### src/lcd_pkg.sv
package lcd_pkg;

	localparam int LCD_POWERUP_CYCLES = 500; // wait before the first command
	localparam int LCD_CMD_PULSE = 10; // e high time per init command
	localparam int LCD_WAIT_FSET = 50;
	localparam int LCD_WAIT_DISP = 50;
	localparam int LCD_WAIT_CLEAR = 200; // clear needs the longest gap
	localparam int LCD_WAIT_ENTRY = 100;

	// start of each init step inside the init count
	localparam int LCD_INIT_DISP_AT = LCD_CMD_PULSE + LCD_WAIT_FSET;
	localparam int LCD_INIT_CLEAR_AT = LCD_INIT_DISP_AT + LCD_CMD_PULSE + LCD_WAIT_DISP;
	localparam int LCD_INIT_ENTRY_AT = LCD_INIT_CLEAR_AT + LCD_CMD_PULSE + LCD_WAIT_CLEAR;
	localparam int LCD_INIT_CYCLES = LCD_INIT_ENTRY_AT + LCD_CMD_PULSE + LCD_WAIT_ENTRY;

	localparam int LCD_WR_CYCLES = 50; // runtime write cycle length
	localparam int LCD_E_RISE = 1; // e high from this count
	localparam int LCD_E_FALL = 13; // through this count
	localparam int LCD_CNT_W = 9; // holds the 500 cycle power-up count

	localparam int LCD_COLS = 16;
	localparam int LCD_COL_W = $clog2(LCD_COLS + 1); // column runs 0..16
	localparam logic [7:0] LCD_LINE0_ADDR = 8'h00;
	localparam logic [7:0] LCD_LINE1_ADDR = 8'h40;

	localparam logic [7:0] LCD_CMD_FSET = 8'h30; // 8-bit interface
	localparam logic [7:0] LCD_CMD_DISP = 8'h08;
	localparam logic [7:0] LCD_CMD_CLEAR = 8'h01;
	localparam logic [7:0] LCD_CMD_ENTRY = 8'h04;
	localparam logic [7:0] LCD_CMD_SET_ADDR = 8'h80;
	localparam logic [7:0] LCD_CHAR_NEWLINE = 8'h0A;

	localparam int LCD_FIFO_DEPTH = 16;
	localparam int LCD_FIFO_AW = $clog2(LCD_FIFO_DEPTH);

	localparam int LCD_WORD_W = 10;
	typedef logic [LCD_WORD_W-1:0] lcd_word_t; // {rs, rw, data[7:0]}

endpackage

### src/lcd_char_fifo.sv
`timescale 1ns/1ps

module lcd_char_fifo import lcd_pkg::*; (
	input  logic       clk,
	input  logic       rst,
	input  logic       push,
	input  logic [7:0] wdata,
	input  logic       pop,
	output logic [7:0] rdata,
	output logic       full,
	output logic       empty
);

	logic [7:0] mem [LCD_FIFO_DEPTH];
	logic [LCD_FIFO_AW-1:0] wptr;
	logic [LCD_FIFO_AW-1:0] rptr;
	logic [LCD_FIFO_AW:0] count;
	logic do_push;
	logic do_pop;

	assign full = count == (LCD_FIFO_AW + 1)'(LCD_FIFO_DEPTH);
	assign empty = count == '0;
	assign do_push = push && !full; // pushes into a full buffer are dropped
	assign do_pop = pop && !empty;

	always_ff @(posedge clk) begin
		if (rst) begin
			wptr <= '0;
			rptr <= '0;
			count <= '0;
		end else begin
			if (do_push)
				wptr <= wptr + 1'b1; // wraps at depth
			if (do_pop)
				rptr <= rptr + 1'b1;
			case ({do_push, do_pop})
				2'b10: count <= count + 1'b1;
				2'b01: count <= count - 1'b1;
				default: count <= count;
			endcase
		end
	end

	always_ff @(posedge clk) begin
		if (do_push)
			mem[wptr] <= wdata;
		if (do_pop)
			rdata <= mem[rptr]; // valid the cycle after pop, held until the next one
	end

	assert property (@(posedge clk) disable iff (rst) pop |-> !empty);
	// a full buffer has its write pointer back at the read pointer, never past it
	assert property (@(posedge clk) disable iff (rst) full |-> wptr == rptr);

endmodule

### src/lcd_hd44780_ctrl.sv
`timescale 1ns/1ps

module lcd_hd44780_ctrl import lcd_pkg::*; (
	input  logic       clk,
	input  logic       rst,
	input  logic [6:0] in_data, // {lines, font, on, cursor, blink, inc, shift}
	input  logic       lcd_enable,
	input  lcd_word_t  lcd_bus,
	output logic       e,
	output logic       rs,
	output logic       rw,
	output logic [7:0] lcd_data,
	output logic       busy
);

	typedef enum logic [1:0] {
		ST_PWR,
		ST_INIT,
		ST_IDLE,
		ST_WR
	} state_t;

	state_t state;
	logic [LCD_CNT_W-1:0] cnt; // shared by all timed states
	lcd_word_t word_q;
	logic [7:0] fset_cmd;
	logic [7:0] disp_cmd;
	logic [7:0] entry_cmd;
	logic [7:0] init_cmd;
	logic init_e;

	assign fset_cmd = LCD_CMD_FSET | {4'b0000, in_data[6:5], 2'b00};
	assign disp_cmd = LCD_CMD_DISP | {5'b00000, in_data[4:2]};
	assign entry_cmd = LCD_CMD_ENTRY | {6'b000000, in_data[1:0]};

	always_ff @(posedge clk) begin
		if (rst) begin
			state <= ST_PWR;
			cnt <= '0;
		end else begin
			case (state)
				ST_PWR: begin
					if (cnt == LCD_CNT_W'(LCD_POWERUP_CYCLES - 1)) begin
						state <= ST_INIT;
						cnt <= '0;
					end else begin
						cnt <= cnt + 1'b1;
					end
				end
				ST_INIT: begin
					if (cnt == LCD_CNT_W'(LCD_INIT_CYCLES - 1)) begin
						state <= ST_IDLE; // init done, accept writes
						cnt <= '0;
					end else begin
						cnt <= cnt + 1'b1;
					end
				end
				ST_IDLE: begin
					if (lcd_enable) begin
						state <= ST_WR;
						cnt <= '0;
					end
				end
				default: begin
					if (cnt == LCD_CNT_W'(LCD_WR_CYCLES)) begin
						state <= ST_IDLE;
						cnt <= '0;
					end else begin
						cnt <= cnt + 1'b1;
					end
				end
			endcase
		end
	end

	always_ff @(posedge clk) begin
		if (state == ST_IDLE && lcd_enable)
			word_q <= lcd_bus; // held for the whole write cycle
	end

	// each command word stays on the bus through its following gap
	always_comb begin
		if (cnt < LCD_CNT_W'(LCD_INIT_DISP_AT)) begin
			init_cmd = fset_cmd;
			init_e = cnt < LCD_CNT_W'(LCD_CMD_PULSE);
		end else if (cnt < LCD_CNT_W'(LCD_INIT_CLEAR_AT)) begin
			init_cmd = disp_cmd;
			init_e = cnt < LCD_CNT_W'(LCD_INIT_DISP_AT + LCD_CMD_PULSE);
		end else if (cnt < LCD_CNT_W'(LCD_INIT_ENTRY_AT)) begin
			init_cmd = LCD_CMD_CLEAR;
			init_e = cnt < LCD_CNT_W'(LCD_INIT_CLEAR_AT + LCD_CMD_PULSE);
		end else begin
			init_cmd = entry_cmd;
			init_e = cnt < LCD_CNT_W'(LCD_INIT_ENTRY_AT + LCD_CMD_PULSE);
		end
	end

	always_comb begin
		e = 1'b0;
		rs = 1'b0;
		rw = 1'b0;
		lcd_data = 8'h00;
		busy = 1'b1; // high in every state but idle
		case (state)
			ST_INIT: begin
				e = init_e;
				lcd_data = init_cmd;
			end
			ST_IDLE: busy = 1'b0;
			ST_WR: begin
				e = (cnt >= LCD_CNT_W'(LCD_E_RISE)) && (cnt <= LCD_CNT_W'(LCD_E_FALL));
				rs = word_q[9];
				rw = word_q[8]; // passed through as given
				lcd_data = word_q[7:0];
			end
			default: ;
		endcase
	end

	// busy only falls at the very end of init or of a write cycle
	assert property (@(posedge clk) disable iff (rst)
		$fell(busy) |->
			($past(state) == ST_INIT && $past(cnt) == LCD_CNT_W'(LCD_INIT_CYCLES - 1)) ||
			($past(state) == ST_WR && $past(cnt) == LCD_CNT_W'(LCD_WR_CYCLES)));

endmodule

### src/lcd_text_writer.sv
`timescale 1ns/1ps

module lcd_text_writer import lcd_pkg::*; (
	input  logic       clk,
	input  logic       rst,
	input  logic       fifo_empty,
	output logic       fifo_pop,
	input  logic [7:0] fifo_rdata,
	input  logic       busy,
	output logic       lcd_enable,
	output lcd_word_t  lcd_bus
);

	typedef enum logic [1:0] {
		ST_IDLE,
		ST_FETCH,
		ST_ISSUE
	} state_t;

	state_t state;
	logic line; // 0 for the top line
	logic [LCD_COL_W-1:0] col;
	logic [7:0] char_q; // kept across the address write
	logic is_newline;
	logic line_end;
	logic need_addr;
	logic [7:0] next_addr;

	assign is_newline = char_q == LCD_CHAR_NEWLINE;
	assign line_end = col == LCD_COL_W'(LCD_COLS); // past column 15
	assign need_addr = is_newline || line_end;
	assign next_addr = LCD_CMD_SET_ADDR | (line ? LCD_LINE0_ADDR : LCD_LINE1_ADDR);
	assign fifo_pop = (state == ST_IDLE) && !fifo_empty;

	always_comb begin
		lcd_enable = (state == ST_ISSUE) && !busy;
		if (need_addr)
			lcd_bus = {1'b0, 1'b0, next_addr}; // set-address command
		else
			lcd_bus = {1'b1, 1'b0, char_q}; // data write
	end

	always_ff @(posedge clk) begin
		if (rst) begin
			state <= ST_IDLE;
			line <= 1'b0;
			col <= '0;
		end else begin
			case (state)
				ST_IDLE: begin
					if (fifo_pop)
						state <= ST_FETCH;
				end
				ST_FETCH: state <= ST_ISSUE;
				default: begin
					if (lcd_enable) begin
						if (need_addr) begin
							line <= ~line;
							col <= '0;
							if (is_newline)
								state <= ST_IDLE; // newline writes no data
						end else begin
							col <= col + 1'b1;
							state <= ST_IDLE;
						end
					end
				end
			endcase
		end
	end

	always_ff @(posedge clk) begin
		if (state == ST_FETCH)
			char_q <= fifo_rdata;
	end

	// every issued word is taken by the controller
	assert property (@(posedge clk) disable iff (rst) lcd_enable |-> !busy ##1 busy);

endmodule

### src/lcd_top.sv
`timescale 1ns/1ps

module lcd_top import lcd_pkg::*; (
	input  logic       clk,
	input  logic       rst,
	input  logic [6:0] display_cfg,
	input  logic [7:0] char_data,
	input  logic       char_strobe,
	output logic       lcd_e,
	output logic       lcd_rs,
	output logic       lcd_rw,
	output logic [7:0] lcd_data,
	output logic       char_full,
	output logic       lcd_busy
);

	logic fifo_pop;
	logic fifo_empty;
	logic [7:0] fifo_rdata;
	logic wr_enable;
	lcd_word_t wr_bus;

	lcd_char_fifo u_fifo (
		.clk   (clk),
		.rst   (rst),
		.push  (char_strobe),
		.wdata (char_data),
		.pop   (fifo_pop),
		.rdata (fifo_rdata),
		.full  (char_full),
		.empty (fifo_empty)
	);

	lcd_text_writer u_writer (
		.clk        (clk),
		.rst        (rst),
		.fifo_empty (fifo_empty),
		.fifo_pop   (fifo_pop),
		.fifo_rdata (fifo_rdata),
		.busy       (lcd_busy),
		.lcd_enable (wr_enable),
		.lcd_bus    (wr_bus)
	);

	lcd_hd44780_ctrl u_ctrl (
		.clk        (clk),
		.rst        (rst),
		.in_data    (display_cfg),
		.lcd_enable (wr_enable),
		.lcd_bus    (wr_bus),
		.e          (lcd_e),
		.rs         (lcd_rs),
		.rw         (lcd_rw),
		.lcd_data   (lcd_data),
		.busy       (lcd_busy)
	);

endmodule

### config.mk
export PLATFORM = sky130hd
export DESIGN_NAME = lcd_top
export DESIGN_NICKNAME = d
export VERILOG_FILES = /design/src/lcd_pkg.sv /design/src/lcd_char_fifo.sv /design/src/lcd_hd44780_ctrl.sv /design/src/lcd_text_writer.sv /design/src/lcd_top.sv
export SDC_FILE = /design/constraint.sdc
export NUM_CORES = 1
export LEC_CHECK = 0
export ABC_AREA = 0
export BUFFER_PORTS_ARGS = -buffer_cell sky130_fd_sc_hd__buf_4
export CORE_ASPECT_RATIO = 1.5
export CORE_MARGIN = 2
export CORE_UTILIZATION = 35
export DETAILED_ROUTE_END_ITERATION = 10
export PLACE_DENSITY = 0.55
export SYNTH_ARGS = -nofsm -noshare
export SYNTH_HDL_FRONTEND = slang
export SYNTH_SLANG_ARGS = --single-unit
export TNS_END_PERCENT = 100
### constraint.sdc
create_clock -name clk -period 6.5 [get_ports clk]
set_clock_uncertainty 0.1 [all_clocks]
set_input_delay 0.65 -clock clk [delete_from_list [all_inputs] [get_ports clk]]
set_output_delay 0.65 -clock clk [all_outputs]
set_load 0.01 [all_outputs]
==> results of run 1 <==
==> layout make-up <==
cell class / instances / area (sq um) / share of cell area
tap: 280 / 350.3 / 0.03860
timing repair buffer: 33 / 247.7 / 0.02730
multi-input combinational: 283 / 2591 / 0.2855
inverter: 22 / 82.58 / 0.009098
clock inverter: 13 / 133.9 / 0.01475
sequential: 185 / 5238 / 0.5771
clock buffer: 19 / 432.9 / 0.04770
==> cell usage in the layout (no fill, tap or decap), drive strengths merged, types with 2 or more instances in the layout <==
cell type,Yosys,final
a21boi,2,2
mux2i,3,3
clkbuf,14,19
nand2b,6,6
ha,14,14
clkinv,2,6
o41ai,2,2
o21a,3,3
or3,6,6
a2111oi,2,2
o211ai,4,4
nand3,14,14
a41oi,2,2
nor3,10,10
nand4,5,5
a211o,2,2
inv,20,27
xor2,7,7
nor3b,2,2
buf,20,33
o31ai,2,2
dfxtp,32,32
nand2,22,22
mux4,40,40
and3,4,4
o21ai,11,11
a21oi,25,25
xnor2,9,9
nand3b,2,2
o32ai,4,4
nor2,41,41
edfxtp,153,153
a31oi,2,2
and2,4,4
a211oi,5,5
nor2b,7,7
==> synthesized netlist by cell type, drive strengths merged, types with 2 or more instances <==
library cell	number
dfxtp	32
clkinv	2
or3	6
o21ai	11
inv	20
nor2	41
o21a	3
o31ai	2
o41ai	2
nand3	14
and2	4
mux2i	3
mux4	40
a21oi	25
a21boi	2
a41oi	2
nand2b	6
buf	20
xor2	7
xnor2	9
o32ai	4
nor2b	7
nand4	5
nor3	10
and3	4
ha	14
clkbuf	14
a211oi	5
nand2	22
nand3b	2
edfxtp	153
nor3b	2
o211ai	4
a211o	2
a31oi	2
a2111oi	2
==> flip-flops by register name, summed over array words and instances, names as in the netlist <==
signal and cells:
u_fifo.mem 128, u_ctrl.cnt 9, u_ctrl.word_q 9, u_fifo.rdata 8, u_writer.char_q 8, u_fifo.count 5
u_writer.col 5, u_fifo.rptr 4, u_fifo.wptr 4, u_ctrl.state 2, u_writer.state 2, u_writer.line 1
==> worst paths after layout <==
| path | start | endpoint | slack, ns | cells past startpoint |
|---|---|---|---|---|
| max | u_fifo.count[2] | u_fifo.count[4] | 3.16 | 10 |
| min | u_fifo.rdata[3] | u_writer.char_q[3] | 0.32 | 0 |
| max reg2reg | u_fifo.count[2] | u_fifo.count[4] | 3.16 | 10 |
| min reg2reg | u_fifo.rdata[3] | u_writer.char_q[3] | 0.32 | 0 |
==> cell families after synthesis <==
group | Yosys count
AOI/OAI and AO/OA | 75
muxes | 43
and+or+nand+nor | 134
other | 1
DFF | 185
adders and majority gates | 14
buffers and inverters | 56
xor gates and xnor gates | 16
==> through the flow <==
step	cell area, sq um	cells	hold slack [ns]
final	9076	835	0.3250
after global routing	9076	835	0.3280
after CTS	9076	835	0.3261
after detailed placement	8509	803	0.3107
after global placement	8509	803	0.3047
after floorplan	8095	524	0.3003
==> critical path, stage by stage (launching register included) <==
cell and delay [ns]:
dfxtp_1 0.40, or4_1 0.72, o21ai_4 0.28, inv_1 0.24
ha_1 0.40, xor2_1 0.19, ha_1 0.23, a211o_1 0.27
a21oi_1 0.22, a211o_1 0.13, nand3_1 0.06
==> layer usage <==
| metal | GRT usage | share of wire |
|---|---|---|
| met4 | 0.04945 | 0.012 |
| met3 | 0.02441 | 0.022 |
| met2 | 0.2548 | 0.57 |
| met5 | 0 | 0 |
| met1 | 0.1418 | 0.40 |
==> where the power goes <==
part	total (mW)	switching, mW	internal, mW
registers	1.53	0.122	1.41
clock network	0.992	0.451	0.540
logic	0.557	0.283	0.273
total	3.08	0.857	2.22
==> impl_results.md, run 1 <==
- Maxcap violations: 0
- Drt total wl: 15160 microns
- VDD IR max: 0.1861 mV
- Predominant post-synthesis flop cell: edfxtp_1
- Clock latency at the later pin of the worst-skew pair: 0.43 ns
- Synth Area in XOR/XNOR: 0.01731
- Ratio of cells with drive above 1 in the final layout: 0.1495
- Status: completed
- Initial antenna violation count: 0
- Fin util: 0.3966
- Simple-Gate Fraction of Synth Area: 0.08624
- Fmax: 299.1 MHz
- GR Overflow Total: 0
- TritonCTS clock tree: yes
- Top cells by area, synth: edfxtp_1, mux4_1, dfxtp_1
- Ports: 31
- Mean Syn Cell Area: 15.45 sq um
- Nets: 574
- CP Class: flop to flop
- Number of global-route vias before repair: 4619
- Via count: 4361
- Wire length per cell: 18.16 microns
- Die area: 24390 sq um
- Initial Utilization: 0.3537
- # H-tree levels: 4
- Gpl congestion: 0.7731
- First-pass GRT wire length: 24490 microns
- Count of final max-slew check failures: 0
- HP Class: flop to flop
- Vias per std cell: 5.223
- Final antenna diode count: 0
- CP Capture Type: flop
- CTS resizes: 0
- FF+latch count, synth: 185
- Ys async rst share: 0
- Mux contribution to synthesized area: 0.1289
- FP Rows: 68
- Setup TNS: 0 ns
- Mapped cell area: 8095 sq um
- Critical Path Source Type: flop
- Cell count after synthesis: 524
- Total number of yosys warnings: 0
- Layout area overhead: 12.12%
- Largest net degree at the start of global routing: 36
- Core area: 22890 sq um
- Fill cell count: 2032
- Final period utilization: 0.5144
- Clk buf depth: 2
- Leak pwr: 3.000 nW
- Slew HR: 0.2623
- Top-area cell type share of the netlist area: 0.5675
- Final Power: 3.080 mW
- Power Dens Cells: 339.4 nW/um^2
- TritonCTS Sinks: 185
- # port buffers: 29
- Tmin final: 3.344 ns
- Register area share after synthesis: 0.6467
- Die W: 128.2 microns
- Setup violators final: 0
- Setup ws final: 3.156 ns
- CTS root buffer: clkbuf_16
- Post-synth top area cell: edfxtp_1
- Unrepaired setup endpoints after global routing: false
- Endpoints failing hold: 0
- Hpwl dp: 10600 microns
- Adder-cell area share of the yosys netlist: 0.02164
- Reg clk slew, reported paths: 0.07 ns
- Crit-path max FO: 10
- Iter 0 DRT Violations: 272
- Post-CTS Setup Repair Bufs: 0
- EDFF count, synth: 153
- Worst endpoint data arrival time: 3.56 ns
- Crit path required time: 6.71 ns
- Hold_buf cts: 0
- Worst-margin pin slew: 1.106 ns
- Total Routing Usage GR: 0.1325
- DRC viols: 0
- Syn Nets: 556
- Compound-gate portion of the synthesized area: 0.06553
- Routed Antenna Nets: 0
- Worst slack at placement: 3.186 ns
- Drt first pass iters: 4
- CTS buffer count: 17
- Largest family of logic cells by synthesized area: multiplexers
- Distinct cells, synth: 67
- DIE HEIGHT: 190.3 microns
No activity file was read; power rests on OpenSTA's default activity.
==> run 2, diff against run 1 <==
- clock period: 6.5 -> 3.4 ns (I/O delays scaled with it)
==> impl_results.md, run 2 (same netlist as run 1, synthesis figures left out) <==
- Initial Utilization: 0.3537 (unchanged)
- CP Capture Type: flop
- Slew HR: 0.4034 (+0.1411)
- Power Dens Cells: 653.6 nW/um^2 (+93%)
- Reg clk slew, reported paths: 0.08 ns (about the same)
- Vias per std cell: 5.261 (+0.73%)
- Final antenna diode count: 0 (unchanged)
- Drt first pass iters: 4 (unchanged)
- HP Class: input pin to flop
- TritonCTS clock tree: yes
- Endpoints failing hold: 0 (unchanged)
- Hold_ws: 0.1189 ns (-0.2060 ns)
- Nets: 579 (+0.87%)
- CTS root buffer: clkbuf_16
- TritonCTS Sinks: 185 (unchanged)
- Count of final max-slew check failures: 0 (unchanged)
- Via count: 4419 (+1.3%)
- First-pass GRT wire length: 24960 microns (+1.9%)
- Gpl congestion: 0.7882 (+2.0%)
- Placed Cells: 808 (+0.62%)
- Setup TNS: 0 ns (unchanged)
- VDD IR max: 0.3688 mV (+98%)
- Top Registers: u_fifo.mem x128, u_ctrl.cnt x9, u_ctrl.word_q x9
- Core area: 22890 sq um (unchanged)
- Tmin final: 3.069 ns (-0.2751 ns)
- Status: completed
- Fill cell count: 2059 (+1.3%)
- Leak pwr: 3.036 nW (+1.2%)
- Biggest register: u_fifo.mem
- Fmax: 325.9 MHz (+9.0%)
- Hold path startpoint: char_data[6]
- Ports: 31 (unchanged)
- Critical Path Source Type: flop
- Fin util: 0.3995 (+0.002952)
- Setup violators final: 0 (unchanged)
- CTS buffer count: 17 (unchanged)
- Clock latency at the later pin of the worst-skew pair: 0.43 ns (about the same)
- Hpwl dp: 10810 microns (+2.0%)
- Area occupied by registers: 5236 sq um (about the same)
- Maxcap violations: 0 (unchanged)
- Final period utilization: 0.9026 (+0.3881)
- Crit-path max FO: 10 (unchanged)
- Commonest non-fill, non-tap cell in the layout: edfxtp_1
- GR Overflow Total: 0 (unchanged)
- Worst-case reg-to-reg path depth: 8 (-2)
- Total Routing Usage GR: 0.1333 (+0.0008375)
- Routed Antenna Nets: 0 (unchanged)
- Die W: 128.2 microns (unchanged)
- FP Rows: 68 (unchanged)
- Clk buf depth: 2 (unchanged)
- DRC viols: 0 (unchanged)
- Hold Path Stages: 1 (+1)
- Wire length per cell: 18.42 microns (+1.4%)
- Worst-margin pin slew: 0.8916 ns (-0.2149 ns)
- Worst endpoint data arrival time: 3.28 ns (-0.28 ns)
- Area occupied by multi-input gates: 2595 sq um (+0.14%)
- DIE HEIGHT: 190.3 microns (unchanged)
- # port buffers: 29 (unchanged)
- Post-CTS Setup Repair Bufs: 0 (unchanged)
- Max reg flops: 128 (unchanged)
- Number of global-route vias before repair: 4649 (+0.65%)
- Initial antenna violation count: 0 (unchanged)
- Layout area overhead: 12.95%
- Crit path required time: 3.61 ns (-3.10 ns)
- Largest net degree at the start of global routing: 36 (unchanged)
- # H-tree levels: 4 (unchanged)
- Iter 0 DRT Violations: 233 (-14%)
- Die area: 24390 sq um (unchanged)
- Drt total wl: 15470 microns (+2.0%)
- Most frequent cells in the layout: edfxtp_1, nor2_1, buf_4
- Unrepaired setup endpoints after global routing: false
- Post-Layout Cell Count: 840 (+0.60%)
- Hold path endpoint: u_fifo.mem[9][6]
- R2r endpoint: u_fifo.count[3]
- Origin of the critical flop-to-flop path: u_fifo.count[1]
- Ratio of cells with drive above 1 in the final layout: 0.1571 (+0.007593)
- R2r setup slk: 0.33 ns (-2.82 ns)
- CP Class: flop to flop
==> run 2: cell count changes in the layout (fill, tap and decap cells not counted), sizes merged <==
cell / change
inv: +2
clkinvlp: -1
bufinv: -1
buf: +5
==> run 2: critical path, stage by stage, from the launching register on <==
cell,delay [ns]
dfxtp_1,0.39
or4_4,0.64
o21ai_4,0.24
inv_1,0.11
ha_1,0.34
ha_1,0.37
inv_1,0.07
or3_1,0.35
o311ai_0,0.33
==> run 2: through the flow <==
stage	power (mW)	worst slack [ns]	area [sq um]
finish	5.977	0.3313	9144
floorplan	3.783	0.3441	8095
detailed placement	4.107	0.2495	8558
global route	6.264	0.1295	9144
global placement	4.047	0.3780	8558
CTS	6.039	0.2161	9140
==> run 2: cell type report <==
| cell class | instances | share of cell area |
|---|---|---|
| multi-input cells | 283 | 0.2838 |
| flip-flops and latches | 185 | 0.5727 |
| clock inverters | 13 | 0.01628 |
| inverters | 22 | 0.009031 |
| clock buffers | 19 | 0.04735 |
| repair buffers | 38 | 0.03257 |
| well taps | 280 | 0.03831 |
==> run 2: what timing repair did <==
item                                    CTS  global route
endpoints found under the hold margin     0             0
endpoints found under the setup margin    0             2
hold buffers                              0             0
resized for setup                         0             1
==> run 2: worst max-delay path by stage <==
| stage | slack (ns) | to | from |
|---|---|---|---|
| 2_1_floorplan | 0.34 | u_fifo.count[2] | u_fifo.count[2] |
| 3_3_place_gp | 0.38 | u_fifo.count[4] | u_fifo.count[2] |
| 3_5_place_dp | 0.25 | u_fifo.count[3] | u_fifo.count[2] |
| 4_1_cts | 0.22 | u_fifo.count[3] | u_fifo.count[2] |
| 5_1_grt | 0.13 | u_fifo.count[4] | u_fifo.count[2] |
| 6_report | 0.33 | u_fifo.count[3] | u_fifo.count[1] |
==> run 2: power by group <==
group | total, mW | switching [mW] | internal, mW
Combinational | 1.24 | 0.676 | 0.568
Clock | 1.91 | 0.923 | 0.990
Sequential | 2.82 | 0.126 | 2.69
Total | 5.98 | 1.73 | 4.25
==> run 2: metal layers <==
metal  wire length, microns  part of all wire  track usage  vias to the layer above
met5                      0                 0            0                        -
met3                    379             0.024      0.03086                       20
met2                   8865              0.57       0.2540                       90
met1                   6000              0.39       0.1446                     2213
li1                       -                 -            -                     2096
met4                    225             0.015      0.04100                        0
